### config.mk
export PLATFORM = sky130hd
export DESIGN_NAME = mmem_regfile
export DESIGN_NICKNAME = d
export VERILOG_FILES = /design/src/cadr_mem_pkg.sv /design/src/mmem_regfile.sv
export SDC_FILE = /design/constraint.sdc
export NUM_CORES = 1
export LEC_CHECK = 0
export ABC_AREA = 1
export BUFFER_PORTS_ARGS = -buffer_cell sky130_fd_sc_hd__buf_2
export CORE_UTILIZATION = 30
export DETAILED_ROUTE_END_ITERATION = 16
export PLACE_DENSITY = 0.41
export SYNTH_ARGS = -nofsm -noshare
export SYNTH_HDL_FRONTEND = slang
export SYNTH_SLANG_ARGS = --single-unit
### constraint.sdc
create_clock -name clk_a -period 3.1 [get_ports clk_a]
set_input_delay 0.155 -clock clk_a [delete_from_list [all_inputs] [get_ports clk_a]]
set_output_delay 0.155 -clock clk_a [all_outputs]
set_load 0.01 [all_outputs]
### src/cadr_mem_pkg.sv
// Memory geometry for the A and M memories, host load record
// and the credit depths of both streams
`default_nettype none

package cadr_mem_pkg;

   localparam int AMEM_WORDS = 1024;
   localparam int AMEM_AW = 10;
   localparam int MMEM_WORDS = 32;
   localparam int MMEM_AW = 5;
   localparam int WORD_W = 32;

   // Input queue depth equals the producer's starting credits
   localparam int UINST_CREDITS = 2;
   localparam int RESULT_CREDITS = 4;

   // Pointer, occupancy and credit counter widths
   localparam int UQ_PW = $clog2(UINST_CREDITS);
   localparam int UQ_CW = $clog2(UINST_CREDITS + 1);
   localparam int RC_W = $clog2(RESULT_CREDITS + 1);

   // Host load, to_m selects M-memory, otherwise A-memory
   typedef struct packed {
      logic                valid;
      logic                to_m;
      logic [AMEM_AW-1:0]  addr;
      logic [WORD_W-1:0]   data;
   } mem_load_t;

endpackage

`default_nettype wire

### src/mmem_regfile.sv
// M-memory, 32 x 32 register file with registered read
`timescale 1ns/1ps
`default_nettype none

module mmem_regfile (
   input  wire logic                               clk_a,
   input  wire logic                               reset,
   input  wire logic [cadr_mem_pkg::MMEM_AW-1:0]   raddr,
   input  wire logic                               rden,
   output logic [cadr_mem_pkg::WORD_W-1:0]         rdata,
   input  wire logic [cadr_mem_pkg::MMEM_AW-1:0]   waddr,
   input  wire logic [cadr_mem_pkg::WORD_W-1:0]    wdata,
   input  wire logic                               wren
);
   import cadr_mem_pkg::*;

   logic [WORD_W-1:0] regs [MMEM_WORDS];

   always_ff @(posedge clk_a)
   begin
      if (wren)
         regs[waddr] <= wdata;
   end

   // Read returns the old word when raddr equals waddr
   always_ff @(posedge clk_a)
   begin
      if (reset)
         rdata <= '0;
      else if (rden)
         rdata <= regs[raddr];
   end

endmodule

`default_nettype wire

# == Word level (Yosys, flattened, before mapping) ==
# Memories as Yosys holds them, arrays and structs flattened. A register that Yosys moved wholly into a read port is not among the register bits.
# Cells that the tools add are included.
# op_classes
n_mux,2
# ops
op,count
$mux 1,2
# totals
register_bits,0
n_memories,1
mem_bits_rw,1024
inputBits,46
# memory_table
name,depth,width,read_ports,rd_ports_with_merged_regs,write_ports,line,rtl
regs,32,32,1,1,1,mmem_regfile.sv:17,logic [WORD_W-1:0] regs [MMEM_WORDS];

# == Logic depth before layout (Yosys ltp) ==
# depth
depth_word,2
ltp_mapped,12

# == Worst setup path after synthesis ==
# OpenSTA, ideal clock, no wires.
# synth_path
kind,input port to flip-flop
startpoint,in waddr[0] in the netlist's numbering
endpoint,mem regs[0][0] (enable)
arrival_time_ns,1.810
setup_slack_ns,0.869
n_path_buf,0
path_stages,3
path_cell_list,inv_1 nand3_1 nor2_1
# synth_rtl
element,line,rtl
"start, declared",mmem_regfile.sv:11,"input wire logic [cadr_mem_pkg::MMEM_AW-1:0] waddr,"
"end, declared",mmem_regfile.sv:17,
# No word-level cell before the write port.

==> impl_metrics.toml <==
[clock_network]
cts_hold_buf = 31
h-tree-depth = 3
cts_tree = "yes"
clk_pin_slew_ps = 60
cts_resized = 0
cts_root_buffer = "clkbuf_16"
clk-insertion-delay-late_ps = 720
clock-sinks = 1056
post_cts_buffers = 0
clock_path_buffers = 3
cts_buffers = 114

[critical_path]
worstPathCellList = "buf_8 -> clkinv_16 -> buf_12 -> nand2_1 -> nand3_1 -> nand3_1 -> nand2_1 -> nand2_1 -> nand3_1 -> nand2_1 -> a21oi_2"
required_ps = 3650
reg2reg_to = "rdata[8]"
rrSetupSlack_ps = 1730
critPathSlowestCell = "clkinv_16"
path_buf_inv = 3
critPathLaunchType = "primary input"
cp-end-kind = "flop"
slowest_delay_ps = 410
worstRegToRegCells = 8
critPathTopFamily = "buffers and inverters"
critical_path.startpoint = "raddr[0]"
crit_path_max_fanout = 155
path_common_cell = "nand2_1"
crit_type = "in2reg"
crit_arrival_ps = 2300
rr_startpoint = "regs[10][8]"

[drt]
detail-route-antenna-nets = 0
vias = 27121
drt-initial-drc-count = 2107
routed_via_density = 4.84
drc_errors = 0
routedWlPerCell_um = 23.8
routed_wl_um = 133000
first_pass_iters = 5

[floorplanning]
start_util_pct = 30.4
die_y_um = 379
fp.dieW_um = 379
core_sq_um = 140000
die-area_sq_um = 144000
ios = 78
rows = 137

[flow_run]
maxCapViolCount = 0

[sta]
setup_viol = 0
skew_ps = 18.4
slew_headroom_pct = 14.7
setup_tns_ps = 0
fmax_ghz = 0.572
timing.hold.ws_ps = 61.4
min_period_ps = 1750
hold_viol_final = 0
tightest_slew_ps = 1280
period_share_pct = 56.3
drv_slew = 0
grt_setup_unrepaired = "false"

[global_route]
antenna_found_initial = 3
grt.total_usage_pct = 18.5
grt_max_degree = 156
grt_pass1_wl_um = 192000
grt_pass1_vias = 26029
grt.overflow.total = 0

[status]
outcome = "completed"

[min_path]
hold_path_class = "in2reg"
min_from = "wdata[0]"
hold_end = "regs[31][0]"
min_delay_path_depth = 1

[synth]
ys_seq_area_share_pct = 73.6
synth_cells = 3547
syn-cell-area_sq_um = 42600
syn_area_per_cell_sq_um = 12.0
ys_warn_count = 0
synth_cell_type_count = 16
synth_nets = 3593
ys_ff_latch = 1056

[placed_design]
dp.cells = 5367
io_buffers = 77
finalWeightedCongestion = 0.726
dpl.hpwl_um = 67600

[layout]
regArea_sq_um = 31400
fin_nets = 3684
multi_input_area_sq_um = 9950
fillers = 13978
drive_above_1_share_pct = 10.4
antenna_cells = 0
utilization_pct = 35.1
area_delta_synth_final_pct = 15.5
final_cell_count_no_fill = 5608

[pwr]
ir_drop_mv = 0.394
cellPowerDensity_nw_per_um2 = 627
p_leak_uw = 0.0174
-- layout by cell type, fill, tap and decap left out, types with 2 or more instances in the layout --
master         count
a21oi_2           32
buf_12            42
buf_2             72
buf_4             55
buf_8              2
bufinv_16          4
clkbuf_1          41
clkbuf_16        117
clkbuf_8           7
clkinv_1          22
clkinv_2          15
clkinvlp_4         2
dfxtp_1           32
dlygate4sd3_1     31
edfxtp_1        1024
inv_1              5
inv_2              2
inv_6              3
nand2_1         1312
nand3_1          844
nor2_4            32
o21ai_0           32
-- Yosys cell counts --
cell	number	area [sq um]
buf_2	103	515
inv_8	1	11.3
inv_1	9	33.8
dfxtp_1	32	641
o21ai_0	32	160
nor2_1	32	120
buf_1	12	45.0
edfxtp_1	1024	30700
a21oi_2	32	280
buf_8	1	15.0
buf_6	44	495
clkbuf_1	27	101
buf_4	41	308
nand2_1	1312	4920
inv_2	1	3.75
nand3_1	844	4220
-- flip-flops by register name, indices dropped and copies added, names as in the netlist --
signal and cells:
rdata 32, regs 1024
-- cell type report --
class                   count  area share [%]
well taps                1876            4.77
flip-flops and latches   1056            63.8
inverters                  11           0.168
clock buffers             165            6.46
multi-input cells        2252            20.2
repair buffers            203            3.99
clock inverters            45           0.630
-- stage by stage --
stage | setup WS [ps] | area (sq um) | total power (uW)
floorplan | 869 | 42600 | 17300
global placement | 661 | 45400 | 18200
detailed placement | 653 | 45400 | 18200
CTS | 1370 | 49200 | 31300
global route | 1220 | 49200 | 31900
finish | 1350 | 49200 | 30900
-- routing by layer --
metal / vias to the layer above / global-route usage [%] / routed length, um
met2: 488 / 29.5 / 61900
met3: 147 / 2.39 / 5040
li1: 12686 / - / -
met4: 6 / 4.31 / 2060
met5: - / 0 / 40
met1: 13794 / 26.7 / 64300
-- how the worst max path moves through the flow --
stage / endpoint / slack, ps / cells past startpoint
final: rdata[4] / 1350 / 11
after global routing: rdata[1] / 1220 / 11
after CTS: rdata[11] / 1370 / 1
after detailed placement: rdata[4] / 650 / 11
after global placement: rdata[4] / 660 / 11
after floorplan: regs[0][0] / 870 / 3
-- kinds of logic after synthesis --
| logic type | after synthesis | synth area share, % |
|---|---|---|
| compound gates | 64 | 1.03 |
| buf+inv | 239 | 3.59 |
| simple gates | 2188 | 21.7 |
| flops | 1056 | 73.6 |
-- power by group --
group	internal, uW	switching (uW)
clock	7380	5600
combinational	519	1440
sequential	15900	73.1
total	23800	7110
No activity file was read; power rests on OpenSTA's default activity.
