$ cat src/cadr_mem_pkg.sv
// Memory geometry for the A and M memories, host load record
// and the credit depths of both streams
`default_nettype none

package cadr_mem_pkg;

   localparam int AMEM_WORDS = 1024;
   localparam int AMEM_AW = 10;
   localparam int MMEM_WORDS = 32;
   localparam int MMEM_AW = 5;
   localparam int WORD_W = 32;

   // Input queue depth equals the producer's starting credits
   localparam int UINST_CREDITS = 2;
   localparam int RESULT_CREDITS = 4;

   // Pointer, occupancy and credit counter widths
   localparam int UQ_PW = $clog2(UINST_CREDITS);
   localparam int UQ_CW = $clog2(UINST_CREDITS + 1);
   localparam int RC_W = $clog2(RESULT_CREDITS + 1);

   // Host load, to_m selects M-memory, otherwise A-memory
   typedef struct packed {
      logic                valid;
      logic                to_m;
      logic [AMEM_AW-1:0]  addr;
      logic [WORD_W-1:0]   data;
   } mem_load_t;

endpackage

`default_nettype wire

$ cat src/cadr_uinst_pkg.sv
// Microinstruction formats, opcodes, the ALU/byte union
// and the result record
`default_nettype none

package cadr_uinst_pkg;

   localparam int BYTE_FW = 5;

   typedef enum logic [0:0] {
      KIND_ALU  = 1'b0,
      KIND_BYTE = 1'b1
   } uinst_kind_e;

   typedef enum logic [2:0] {
      ALU_ADD,
      ALU_SUB,
      ALU_AND,
      ALU_OR,
      ALU_XOR,
      ALU_PASS_A,
      ALU_PASS_M,
      ALU_SETZ
   } alu_op_e;

   typedef enum logic [0:0] {
      BYTE_LDB,
      BYTE_DPB
   } byte_op_e;

   // Leading 27 bits are common to both formats
   typedef struct packed {
      uinst_kind_e                        kind;
      logic                               dest_to_m;
      logic [cadr_mem_pkg::AMEM_AW-1:0]   dest_addr;
      logic [cadr_mem_pkg::AMEM_AW-1:0]   a_addr;
      logic [cadr_mem_pkg::MMEM_AW-1:0]   m_addr;
      alu_op_e                            alu_op;
      logic [17:0]                        pad;
   } alu_fmt_t;

   typedef struct packed {
      uinst_kind_e                        kind;
      logic                               dest_to_m;
      logic [cadr_mem_pkg::AMEM_AW-1:0]   dest_addr;
      logic [cadr_mem_pkg::AMEM_AW-1:0]   a_addr;
      logic [cadr_mem_pkg::MMEM_AW-1:0]   m_addr;
      byte_op_e                           byte_op;
      logic [BYTE_FW-1:0]                 pos;
      logic [BYTE_FW-1:0]                 len;
      logic [9:0]                         pad;
   } byte_fmt_t;

   typedef union packed {
      alu_fmt_t   alu;
      byte_fmt_t  bfld;
   } uinst_u;

   typedef struct packed {
      logic    valid;
      uinst_u  uinst;
   } uinst_in_t;

   typedef struct packed {
      logic                               valid;
      logic                               dest_to_m;
      logic [cadr_mem_pkg::AMEM_AW-1:0]   dest_addr;
      logic [cadr_mem_pkg::WORD_W-1:0]    data;
   } result_t;

endpackage

`default_nettype wire

$ cat src/alu_unit.sv
// Combinational ALU over the A and M operands
`timescale 1ns/1ps
`default_nettype none

module alu_unit (
   input  wire cadr_uinst_pkg::alu_op_e         op,
   input  wire logic [cadr_mem_pkg::WORD_W-1:0] a,
   input  wire logic [cadr_mem_pkg::WORD_W-1:0] m,
   output logic [cadr_mem_pkg::WORD_W-1:0]      y
);
   import cadr_uinst_pkg::*;

   // Sums wrap at 32 bits
   always_comb
   begin
      case (op)
         ALU_ADD:
            y = a + m;
         ALU_SUB:
            y = a - m;
         ALU_AND:
            y = a & m;
         ALU_OR:
            y = a | m;
         ALU_XOR:
            y = a ^ m;
         ALU_PASS_A:
            y = a;
         ALU_PASS_M:
            y = m;
         ALU_SETZ:
            y = '0;
         default:
            y = '0;
      endcase
   end

endmodule

`default_nettype wire

$ cat config.mk
export PLATFORM = sky130hd
export DESIGN_NAME = alu_unit
export DESIGN_NICKNAME = d
export VERILOG_FILES = /design/src/cadr_mem_pkg.sv /design/src/cadr_uinst_pkg.sv /design/src/alu_unit.sv
export SDC_FILE = /design/constraint.sdc
export NUM_CORES = 1
export LEC_CHECK = 0
export ABC_CLOCK_PERIOD_IN_PS = 7290
export BUFFER_PORTS_ARGS = -buffer_cell sky130_fd_sc_hd__buf_4
export CAP_MARGIN = 20
export CORE_MARGIN = 3
export CORE_UTILIZATION = 50
export DETAILED_ROUTE_END_ITERATION = 16
export PLACE_DENSITY = 0.73
export SYNTH_ARGS = -nofsm -noshare
export SYNTH_HDL_FRONTEND = slang
export SYNTH_SLANG_ARGS = --single-unit
$ cat constraint.sdc
create_clock -name vclk -period 7.29
set_input_delay 0.3645 -clock vclk [all_inputs]
set_output_delay 0.3645 -clock vclk [all_outputs]
set_load 0.02 [all_outputs]
# Word level (Yosys, flattened, before mapping)

Index checks and enable logic that the tools add are counted.
Widths: inputs -> output; s select.

Add/subtract/negate cells: 2
Eq/ne operators: 7
Multiplexer cells: 1
Bitwise gates (word level): 3
Reduce and logical (&&, ||, !) cells: 1

Operators with widths:

| kind               | number |
|---|---|
| $pmux 32 s8        | 1 |
| $add 32x32->32     | 1 |
| $and 32x32->32     | 1 |
| $or 32x32->32      | 1 |
| $sub 32x32->32     | 1 |
| $xor 32x32->32     | 1 |
| $eq 3x3->1 const B | 4 |
| $eq 3x2->1 const B | 2 |
| $eq 3x1->1 const B | 1 |
| $logic_not 3->1    | 1 |

Flip-flop bits (word level): 0

# Longest topological paths before layout

Depth after elaboration: 2
Gate-level depth with buffers: 17

# Worst setup path before layout

Ideal clock, no wire load.

Path kind: input to output
Start point: input m[10] (netlist bit)
End point: output y[28] (netlist bit)
Arrival: 4.117 ns
Setup slack: 2.809 ns
Stages: 14
Path through: or4_1 nor3_1 nand2_1 nor2_1 a31oi_1 xnor2_1 ha_1 clkbuf_1 nand2_1 nor3_1 and2_1 or3b_2 a2bb2oi_1 o311ai_0

Cells in the longest elaborated chain, start to end: 2

RTL lines:

| item                                             | RTL line                       | source |
|---|---|---|
| from (decl)                                      | alu_unit.sv:8                  | `input wire logic [cadr_mem_pkg::WORD_W-1:0] m,` |
| $sub 32x32->32 or $add 32x32->32 (tied branches) | alu_unit.sv:20, alu_unit.sv:18 |  |
| $pmux 32 s8 (*)                                  | alu_unit.sv:16                 | `case (op)` |
| to (decl)                                        | alu_unit.sv:9                  | `output logic [cadr_mem_pkg::WORD_W-1:0] y` |

Every way passes the cells marked *; elsewhere a longest branch is shown, timed or not.

# Worst setup path after layout

Start point: input op[0]
End point: output y[23] (netlist bit)

Cells in the longest elaborated chain, start to end: 2

RTL lines:

| item                               | RTL line       | source |
|---|---|---|
| from (decl)                        | alu_unit.sv:6  | `input wire cadr_uinst_pkg::alu_op_e op,` |
| $eq 3x3->1 (tied with other cells) | alu_unit.sv:16 |  |
| $pmux 32 s8 (*)                    | alu_unit.sv:16 |  |

Marked as above.

==> results.txt <==
Worst setup margin -> 1.938 ns
Worst EP required -> 6.93 ns
Syn_nets -> 893
Tcrit/Tclk final -> 0.7342
Worst path cell trace -> buf_4 -> inv_1 -> nor2_1 -> a21oi_1 -> xnor2_1 -> ha_1 -> a21o_2 -> a211o_1 -> o21ba_2 -> o31ai_1 -> nand2_1 -> a2111o_1 -> o211a_1 -> buf_4
GRT Total Usage -> 0.2811
Pint -> 221.7 µW
Synth Area in Simple Gates -> 0.1711
Global-route wire length before repair -> 26710 µm
Fin area -> 5817 µm²
Drc violations -> 0
CTS resizes -> 0
Gate Count Post-Synth -> 729
RD Place Congestion -> 0.9953
Sequential power share -> 0
Vias per cell -> 6.309
Standard-cell rows -> 36
Layout area overhead -> 13.97%
Leakage power -> 0.002728 µW
Commonest non-fill, non-tap cell in the layout -> buf_4
Worst slew pin tran -> 0.9394 ns
Compound-gate portion of the synthesized area -> 0.3386
Worst Path Max Fanout -> 61
Largest family of logic cells by synthesized area -> compound AO/OA/AOI/OAI gates
Final Slew Violations -> 0
Critical path type -> primary input to primary output
Most used cell, CP -> buf_4
1st-iter DRT viols -> 647
Pre-CTS WS -> 2.017 ns
Share of cells above drive strength 1 -> 0.1831
Sequential share of the synthesized area -> 0
Sw power -> 318.7 µW
Final setup vio count -> 0
Switch share -> 0.5897
Synth area leader -> ha_1
# port buffers -> 99
Crit path time final -> 5.352 ns
Placement Cell Area -> 5817 µm²
Seq Cell Count -> 0
Clkbuf count -> 0
Fin Setup TNS -> 0 ns
Top cell type's share of synthesized area -> 0.2354
Xor and xnor area share after synthesis -> 0.08237
Fillers -> 932
Unrepaired setup endpoints after global routing -> false
Hold-fix buffers, CTS -> 0
Post-route antenna net violation count -> 0
Area of the multi-input gates -> 4588 µm²
Initial antenna violation count -> 0
Vias -> 5836
Register area -> 0 µm²
PD cells -> 92.91 nW/µm²
Critical Path Start Type -> primary input
WP buf/inv -> 3
Post-CTS setup buffer count -> 0
Hold path depth -> 4
Yosys Warn Count -> 0
HP Class -> primary input to primary output
Number of placed I/O pins -> 99
Overall power -> 540.5 µW
Synth area leaders -> ha_1 (24%), xnor2_1 (6.3%), a21oi_1 (5.9%), o21ai_0 (5.7%), inv_1 (5.7%)
Adder-Cell Fraction of Synth Area -> 0.2393
Largest net degree at the start of global routing -> 63
Crit path largest cell delay -> 0.70 ns
Global route overflow -> 0
CP endpoint kind -> primary output
Die Span Y -> 107.0 µm
Die area -> 11460 µm²
Post-DP HPWL -> 12940 µm
Most frequent cells in the layout -> buf_4 (103), ha_1 (96), inv_1 (77)
Avg Inst Size Synth -> 7.001 µm²
Crit path depth -> 14
Combinational share of power -> 1.000
Core area -> 9864 µm²
Status -> finished clean
Die X-Extent -> 107.0 µm
Clk pwr share -> 0
Max Clock Freq -> 186.8 MHz
Max-slew headroom -> 0.3737
Post-synthesis mux area share -> 0.06766
# nets final -> 958
Max VDD drop -> 0.04902 mV
WP data arrival -> 4.99 ns
Max-Cap Viols -> 0
Vias in the first global route -> 5360
Fin. Hold Viols -> 0
Cell family with most CP delay -> compound AO/OA/AOI/OAI gates
Max stage delay cell, worst path -> nor2_1
Core Util, Final -> 0.5897
Initial Util -> 0.5174
Yosys cell types -> 77
Synth Cell Area -> 5104 µm²
WL/cell -> 18.29 µm
Drt total wl -> 16920 µm
1st-pass router iterations -> 7
Ant diodes -> 0
cells in the mapped netlist, types with 3 or more instances:
| cell type | instances |
|---|---|
| a31oi_1 | 12 |
| xor2_1 | 11 |
| o221ai_1 | 9 |
| a222oi_1 | 4 |
| nand2_1 | 67 |
| nand4_1 | 10 |
| xnor2_1 | 37 |
| nand2b_1 | 6 |
| mux2_2 | 20 |
| o31ai_1 | 9 |
| or2_2 | 3 |
| buf_1 | 3 |
| nor4_1 | 3 |
| a221oi_1 | 4 |
| a22oi_1 | 9 |
| o21a_1 | 12 |
| nor3_1 | 14 |
| a21oi_1 | 60 |
| nor2_1 | 40 |
| clkbuf_1 | 25 |
| o311ai_0 | 4 |
| o211ai_1 | 10 |
| clkbuf_8 | 3 |
| and2_1 | 3 |
| o22ai_1 | 5 |
| buf_6 | 4 |
| nand3_1 | 9 |
| a21boi_0 | 3 |
| ha_1 | 96 |
| o21bai_1 | 5 |
| or3_1 | 4 |
| inv_1 | 77 |
| a211oi_1 | 7 |
| mux2i_1 | 12 |
| nor3b_1 | 3 |
| nor2b_1 | 7 |
| o21ai_0 | 58 |
| and3_1 | 4 |
| a21o_1 | 7 |
final timing paths:
check	start	to	slack (ns)
max	op[0]	y[23]	1.94
min	a[0]	y[0]	1.17
power by group through the flow:
stage | logic, µW | registers (µW) | clock network, µW
4_1_cts | 532 | 0 | 0
2_1_floorplan | 364 | 0 | 0
3_5_place_dp | 528 | 0 | 0
6_report | 540 | 0 | 0
5_1_grt | 586 | 0 | 0
3_3_place_gp | 519 | 0 | 0
cell families after synthesis:
| group | count (synthesis) |
|---|---|
| XOR/XNOR | 48 |
| multiplexers | 32 |
| AND/OR/NAND/NOR | 182 |
| adder cells (fa/ha/maj) | 97 |
| buffers and inverters | 117 |
| AO/OA/AOI/OAI | 253 |
final cells by class:
class              instances  share of cell area
inverters                 77             0.04969
multi-input cells        612              0.7888
repair buffers           103              0.1329
well taps                133             0.02861
through the flow:
step	cells	hold WS, ns
6_report	925	1.168
5_1_grt	925	1.210
4_1_cts	925	1.178
3_5_place_dp	925	1.170
3_3_place_gp	925	1.161
2_1_floorplan	729	1.008
layer usage:
layer / vias up / share of wire / global-route usage
met5: - / 0 / 0
met4: 0 / 0.016 / 0.05297
met3: 35 / 0.091 / 0.01866
met2: 312 / 0.45 / 0.4781
met1: 2700 / 0.44 / 0.3913
li1: 2789 / - / -
Note: power is estimated with default switching activity, not from simulation.
