==> config.mk <==
export PLATFORM = sky130hd
export DESIGN_NAME = byte_unit
export DESIGN_NICKNAME = d
export VERILOG_FILES = /design/src/cadr_mem_pkg.sv /design/src/cadr_uinst_pkg.sv /design/src/byte_unit.sv
export SDC_FILE = /design/constraint.sdc
export NUM_CORES = 1
export LEC_CHECK = 0
export CORE_ASPECT_RATIO = 1.75
export CORE_MARGIN = 8
export CORE_UTILIZATION = 50
export DETAILED_ROUTE_END_ITERATION = 10
export DONT_BUFFER_PORTS = 1
export SETUP_SLACK_MARGIN = 0.5
export SYNTH_ARGS = -nofsm -noshare
export SYNTH_HDL_FRONTEND = slang
export SYNTH_SLANG_ARGS = --single-unit
==> constraint.sdc <==
create_clock -name vclk -period 2.3
set_clock_uncertainty 0.1 [all_clocks]
set_input_delay 0 -clock vclk [all_inputs]
set_output_delay 0 -clock vclk [all_outputs]
set_load 0.01 [all_outputs]
==> src/cadr_mem_pkg.sv <==
// Memory geometry for the A and M memories, host load record
// and the credit depths of both streams
`default_nettype none

package cadr_mem_pkg;

   localparam int AMEM_WORDS = 1024;
   localparam int AMEM_AW = 10;
   localparam int MMEM_WORDS = 32;
   localparam int MMEM_AW = 5;
   localparam int WORD_W = 32;

   // Input queue depth equals the producer's starting credits
   localparam int UINST_CREDITS = 2;
   localparam int RESULT_CREDITS = 4;

   // Pointer, occupancy and credit counter widths
   localparam int UQ_PW = $clog2(UINST_CREDITS);
   localparam int UQ_CW = $clog2(UINST_CREDITS + 1);
   localparam int RC_W = $clog2(RESULT_CREDITS + 1);

   // Host load, to_m selects M-memory, otherwise A-memory
   typedef struct packed {
      logic                valid;
      logic                to_m;
      logic [AMEM_AW-1:0]  addr;
      logic [WORD_W-1:0]   data;
   } mem_load_t;

endpackage

`default_nettype wire

==> src/cadr_uinst_pkg.sv <==
// Microinstruction formats, opcodes, the ALU/byte union
// and the result record
`default_nettype none

package cadr_uinst_pkg;

   localparam int BYTE_FW = 5;

   typedef enum logic [0:0] {
      KIND_ALU  = 1'b0,
      KIND_BYTE = 1'b1
   } uinst_kind_e;

   typedef enum logic [2:0] {
      ALU_ADD,
      ALU_SUB,
      ALU_AND,
      ALU_OR,
      ALU_XOR,
      ALU_PASS_A,
      ALU_PASS_M,
      ALU_SETZ
   } alu_op_e;

   typedef enum logic [0:0] {
      BYTE_LDB,
      BYTE_DPB
   } byte_op_e;

   // Leading 27 bits are common to both formats
   typedef struct packed {
      uinst_kind_e                        kind;
      logic                               dest_to_m;
      logic [cadr_mem_pkg::AMEM_AW-1:0]   dest_addr;
      logic [cadr_mem_pkg::AMEM_AW-1:0]   a_addr;
      logic [cadr_mem_pkg::MMEM_AW-1:0]   m_addr;
      alu_op_e                            alu_op;
      logic [17:0]                        pad;
   } alu_fmt_t;

   typedef struct packed {
      uinst_kind_e                        kind;
      logic                               dest_to_m;
      logic [cadr_mem_pkg::AMEM_AW-1:0]   dest_addr;
      logic [cadr_mem_pkg::AMEM_AW-1:0]   a_addr;
      logic [cadr_mem_pkg::MMEM_AW-1:0]   m_addr;
      byte_op_e                           byte_op;
      logic [BYTE_FW-1:0]                 pos;
      logic [BYTE_FW-1:0]                 len;
      logic [9:0]                         pad;
   } byte_fmt_t;

   typedef union packed {
      alu_fmt_t   alu;
      byte_fmt_t  bfld;
   } uinst_u;

   typedef struct packed {
      logic    valid;
      uinst_u  uinst;
   } uinst_in_t;

   typedef struct packed {
      logic                               valid;
      logic                               dest_to_m;
      logic [cadr_mem_pkg::AMEM_AW-1:0]   dest_addr;
      logic [cadr_mem_pkg::WORD_W-1:0]    data;
   } result_t;

endpackage

`default_nettype wire

==> src/byte_unit.sv <==
// Rotate-and-mask unit for load-byte and deposit-byte
`timescale 1ns/1ps
`default_nettype none

module byte_unit (
   input  wire cadr_uinst_pkg::byte_op_e                 op,
   input  wire logic [cadr_uinst_pkg::BYTE_FW-1:0]       pos,
   input  wire logic [cadr_uinst_pkg::BYTE_FW-1:0]       len,
   input  wire logic [cadr_mem_pkg::WORD_W-1:0]          a,
   input  wire logic [cadr_mem_pkg::WORD_W-1:0]          m,
   output logic [cadr_mem_pkg::WORD_W-1:0]               y
);
   import cadr_mem_pkg::*;
   import cadr_uinst_pkg::*;

   logic [WORD_W-1:0] mask;
   logic [WORD_W-1:0] dep_mask;

   function automatic logic [WORD_W-1:0] rotl(
      input logic [WORD_W-1:0]   x,
      input logic [BYTE_FW-1:0]  sh
   );
      logic [2*WORD_W-1:0] w;
      w = {x, x} << sh;
      return w[2*WORD_W-1:WORD_W];
   endfunction

   function automatic logic [WORD_W-1:0] rotr(
      input logic [WORD_W-1:0]   x,
      input logic [BYTE_FW-1:0]  sh
   );
      logic [2*WORD_W-1:0] w;
      w = {x, x} >> sh;
      return w[WORD_W-1:0];
   endfunction

   // len+1 ones from bit 0, len 31 gives a full word
   assign mask = {WORD_W{1'b1}} >> (BYTE_FW'(WORD_W - 1) - len);
   assign dep_mask = rotl(mask, pos);

   always_comb
   begin
      if (op == BYTE_LDB)
         y = rotr(m, pos) & mask;
      else
         y = (a & ~dep_mask) | (rotl(m, pos) & dep_mask);
   end

endmodule

`default_nettype wire

Yosys cells after proc, flatten, opt, wreduce, memory -nomap -nowiden
Index checks and enable logic that the tools add are counted.
{"block": "word_totals", "reg_bits": 0, "in_bits": 75, "out_inout_bits": 32, "wordCells": 11}
{"block": "op_classes", "add_sub_neg": 1, "shift": 4, "muxes": 1, "bitwise_logic": 5}
{"cell": "64-bit by 5-bit << shifter with 64-bit output", "n": 2}
{"cell": "32-bit AND", "n": 3}
{"cell": "64-bit by 5-bit right shift with 32-bit output", "n": 1}
{"cell": "32-bit 2-to-1 mux", "n": 1}
{"cell": "32-bit NOT", "n": 1}
{"cell": "32-bit bitwise OR", "n": 1}
{"cell": "32-bit by 5-bit right shift with 32-bit output (first input constant)", "n": 1}
{"cell": "5-bit subtractor (first input constant)", "n": 1}

Logic depth before layout (Yosys ltp)
{"block": "logic_depth", "depth_word": 7, "mapped_depth": 12, "ltp_nobuf": 7}

Worst setup path after synthesis
OpenSTA, ideal clock, no wires.
{"block": "synth_path", "kind": "input -> output", "from": "input len[4] (netlist name)", "to": "output y[12] (netlist name)", "arrival_time_ns": 1.803, "t_required_ns": 2.200, "path_slack_ns": 0.397, "cell_stages": 9, "cell_sequence": "buf_2 > or2_2 > clkbuf_1 > nor4_1 > a21oi_1 > a21o_1 > o21ai_1 > mux2_2 > a211o_1"}
{"block": "synth_between", "elab_chain_len": 7, "elab_cells_between_ends": 9, "classes_between": "add/sub: 1; shift: 2; mux: 1; bitwise: 5"}
{"item": "start, declared", "line": "byte_unit.sv:8", "source": "input wire logic [cadr_uinst_pkg::BYTE_FW-1:0] len,"}
{"item": "5-bit subtractor (*)", "line": "byte_unit.sv:38", "source": "assign mask = {WORD_W{1'b1}} >> (BYTE_FW'(WORD_W - 1) - len);"}
{"item": "32-bit by 5-bit right shift with 32-bit output (*)", "line": "byte_unit.sv:38"}
{"item": "64-bit by 5-bit << shifter with 64-bit output", "line": "byte_unit.sv:24", "source": "w = {x, x} << sh;"}
{"item": "32-bit NOT", "line": "byte_unit.sv:46", "source": "y = (a & ~dep_mask) | (rotl(m, pos) & dep_mask);"}
{"item": "32-bit AND", "line": "byte_unit.sv:46"}
{"item": "32-bit bitwise OR", "line": "byte_unit.sv:46"}
{"item": "32-bit 2-to-1 mux (*)", "line": "byte_unit.sv:43", "source": "if (op == BYTE_LDB)"}
{"item": "end, declared", "line": "byte_unit.sv:11", "source": "output logic [cadr_mem_pkg::WORD_W-1:0] y"}
Every way passes the cells marked *; elsewhere a longest branch is shown, timed or not.

Final worst setup path
{"block": "layout_path", "from": "input pos[3] (netlist name)", "to": "output y[7] (netlist name)"}
{"block": "layout_between", "elab_chain_len": 5, "elab_cells_between_ends": 9, "classes_between": "shift: 3; mux: 1; bitwise: 5"}
{"item": "start, declared", "line": "byte_unit.sv:7", "source": "input wire logic [cadr_uinst_pkg::BYTE_FW-1:0] pos,"}
{"item": "64-bit by 5-bit << shifter with 64-bit output", "line": "byte_unit.sv:24"}
{"item": "32-bit NOT", "line": "byte_unit.sv:46"}
{"item": "32-bit AND", "line": "byte_unit.sv:46"}
{"item": "32-bit bitwise OR", "line": "byte_unit.sv:46"}
{"item": "32-bit 2-to-1 mux (*)", "line": "byte_unit.sv:43"}
Marks and branches as above.

==> flow_metrics.env <==
export IMPL_status="complete, no violations"
export IMPL_crit_type="input port to output pin"
export IMPL_hold_path_depth=2
export IMPL_worst_path_max_fanout=116
export IMPL_holdBufCountCts=0
export IMPL_drt_iter0_drc=830
export IMPL_holdCritStartpoint="a[16]"
export IMPL_clkbuf_count=0
export IMPL_final_area_sq_um=7667
export IMPL_wl_mm=33.89
export IMPL_relSlewSlack=0.1355
export IMPL_finalCritPeriodShare=0.8916
export IMPL_synth_seq_area_share=0
export IMPL_drive_above_1_share=0.3655
export IMPL_setup_tns_ns=0
export IMPL_worstMarginPinSlew_ns=1.292
export IMPL_drv_slew=0
export IMPL_initial_core_util=0.5118
export IMPL_gr_total_overflow=0
export IMPL_io_pins=107
export IMPL_grt_pass1_wl_mm=49.56
export IMPL_antenna_found_initial=0
export IMPL_grt_max_degree=123
export IMPL_vdd_ir_drop_max_v=0.0001087
export IMPL_drcViolationCount=0
export IMPL_port_buffers=0
export IMPL_rsz0062_at_grt="true"
export IMPL_grt_usage=0.3809
export IMPL_grt_pass1_vias=7712
export IMPL_maxCapViolCount=0
export IMPL_syn_nets=956
export IMPL_globalplace_congestion=1.045
export IMPL_max_freq_mhz=487.7
export IMPL_yosys_warnings=0
export IMPL_synthCells=881
export IMPL_row_count=55
export IMPL_postSynthAreaPerCell_sq_um=7.516
export IMPL_regArea_sq_um=0
export IMPL_min_period_ns=2.051
export IMPL_arrival_ns=1.95
export IMPL_crit_required_ns=2.20
export IMPL_fp_dieW_microns=103.0
export IMPL_hold_viol_final=0
export IMPL_vias=8047
export IMPL_multi_input_area_sq_um=6814
export IMPL_min_to="y[16]"
export IMPL_fillers=1247
export IMPL_power_total_uw=2087
export IMPL_fin_nets=928
export IMPL_p_leak_uw=0.002723
export IMPL_dieArea_sq_um=17330
export IMPL_areaGrowthSynthToFinish_pct=15.80
export IMPL_synth_distinct_cells=75
export IMPL_dp_hpwl_mm=25.29
export IMPL_setup_viol=0
export IMPL_fp_coreArea_sq_um=12940
export IMPL_n_antenna_cell=0
export IMPL_first_pass_iters=6
export IMPL_netlist_area_sq_um=6621
export IMPL_avgRoutedWirePerCell_microns=33.16
export IMPL_holdCritPathClass="input port to output pin"
export IMPL_avgViaCountPerCell=7.874
export IMPL_ant_nets=0
export IMPL_startpoint_type="input port"
export IMPL_seq_cell_count=0
export IMPL_power_density_nw_per_um2=272.2
export IMPL_dpl_instance_area_sq_um=6638
export IMPL_end_kind="output pin"
export IMPL_die_h_microns=168.2
==> repair_timing <==
| action | in CTS | in global routing |
|---|---|---|
| gates cloned | 2 | 0 |
| hold endpoints to repair | 0 | 0 |
| setup buffers | 13 | 11 |
| setup endpoints to repair | 32 | 32 |
| pin swaps | 18 | 32 |
| resized for setup | 101 | 92 |
==> worst max-delay path, stage by stage <==
cell and delay (ns):
mux4_2 0.67, nor2_2 0.16, a21oi_2 0.06, mux2i_2 0.26, nor2_1 0.08, o221a_1 0.24, a311o_1 0.38
==> worst max-delay path by stage <==
stage / from / endpoint / slack [ns] / cells past startpoint
6_report: pos[3] / y[7] / 0.25 / 7
5_1_grt: pos[3] / y[7] / 0.34 / 7
4_1_cts: pos[3] / y[19] / 0.45 / 5
3_5_place_dp: pos[0] / y[9] / 0.06 / 8
3_3_place_gp: pos[3] / y[19] / 0.14 / 9
2_1_floorplan: len[4] / y[12] / 0.49 / 9
==> cell usage after synthesis (all sizes together), types with 7 or more instances <==
cell type   n  area [sq um]
nand2      76         285.3
clkbuf     28         105.1
mux4       42         945.9
o211ai     33         247.7
o21a        7         52.55
inv        14         52.55
mux2       66         758.2
and3        8         50.05
a211o      10         87.58
nand3      23         115.1
buf        68         442.9
a22oi       9         67.56
a31oi      12         81.33
a21o        7         52.55
a221oi     11         96.34
nor4        9         56.30
nor2       86         322.8
o221ai     10         87.58
a211oi     14         110.1
o22ai      24         150.1
mux2i      91         910.9
and2       14         87.58
or2         8         50.06
a21oi      49         245.2
o21ai      59         299.0
==> per-layer routing <==
layer,vias to the layer above,GRT usage,wire length [microns]
met1,3871,0.4171,11060
met3,167,0.08922,3698
li1,3430,-,-
met5,-,0,0
met4,0,0.3008,3528
met2,579,0.6079,15600
==> final cells by class <==
| cell class | count | area share |
|---|---|---|
| Timing Repair Buffer | 65 | 0.07262 |
| Inverter | 14 | 0.01077 |
| Multi-Input combinational cell | 772 | 0.8887 |
| Tap cell | 171 | 0.02790 |
==> power breakdown <==
group | internal, uW | leakage (uW) | switching [uW]
Sequential | 0 | 0 | 0
Combinational | 919 | 0.00272 | 1170
Clock | 0 | 0 | 0
==> placed cells by master (no fill, tap or decap), drive strengths merged, types with 11 or more instances in the layout <==
cell and n:
mux2i 91, o211ai 33, o22ai 24, nand3 23, a21oi 49, and2 14, mux2 66, nand2 76
mux4 42, a211oi 14, buf 65, o21ai 59, nor2 86, a31oi 12, a221oi 11
==> kinds of logic after synthesis <==
| group | synth area share |
|---|---|
| xor gates and xnor gates | 0.001323 |
| muxes | 0.3949 |
| adders and majority gates | 0.003024 |
| AOI/OAI and AO/OA | 0.3328 |
| and+or+nand+nor | 0.1772 |
| buffers and inverters | 0.09070 |
==> metrics by stage <==
step           utilization  setup slack (ns)  std cells  hold WS (ns)
2_1_floorplan            -            0.4872        881       0.04699
3_3_place_gp        0.5131            0.1386        996       0.07333
3_5_place_dp        0.5131           0.06451        996       0.08245
4_1_cts             0.5536            0.4540       1011       0.07690
5_1_grt             0.5927            0.3351       1022       0.04815
6_report            0.5927            0.2494       1022       0.03931
No activity file was read; power rests on OpenSTA's default activity.
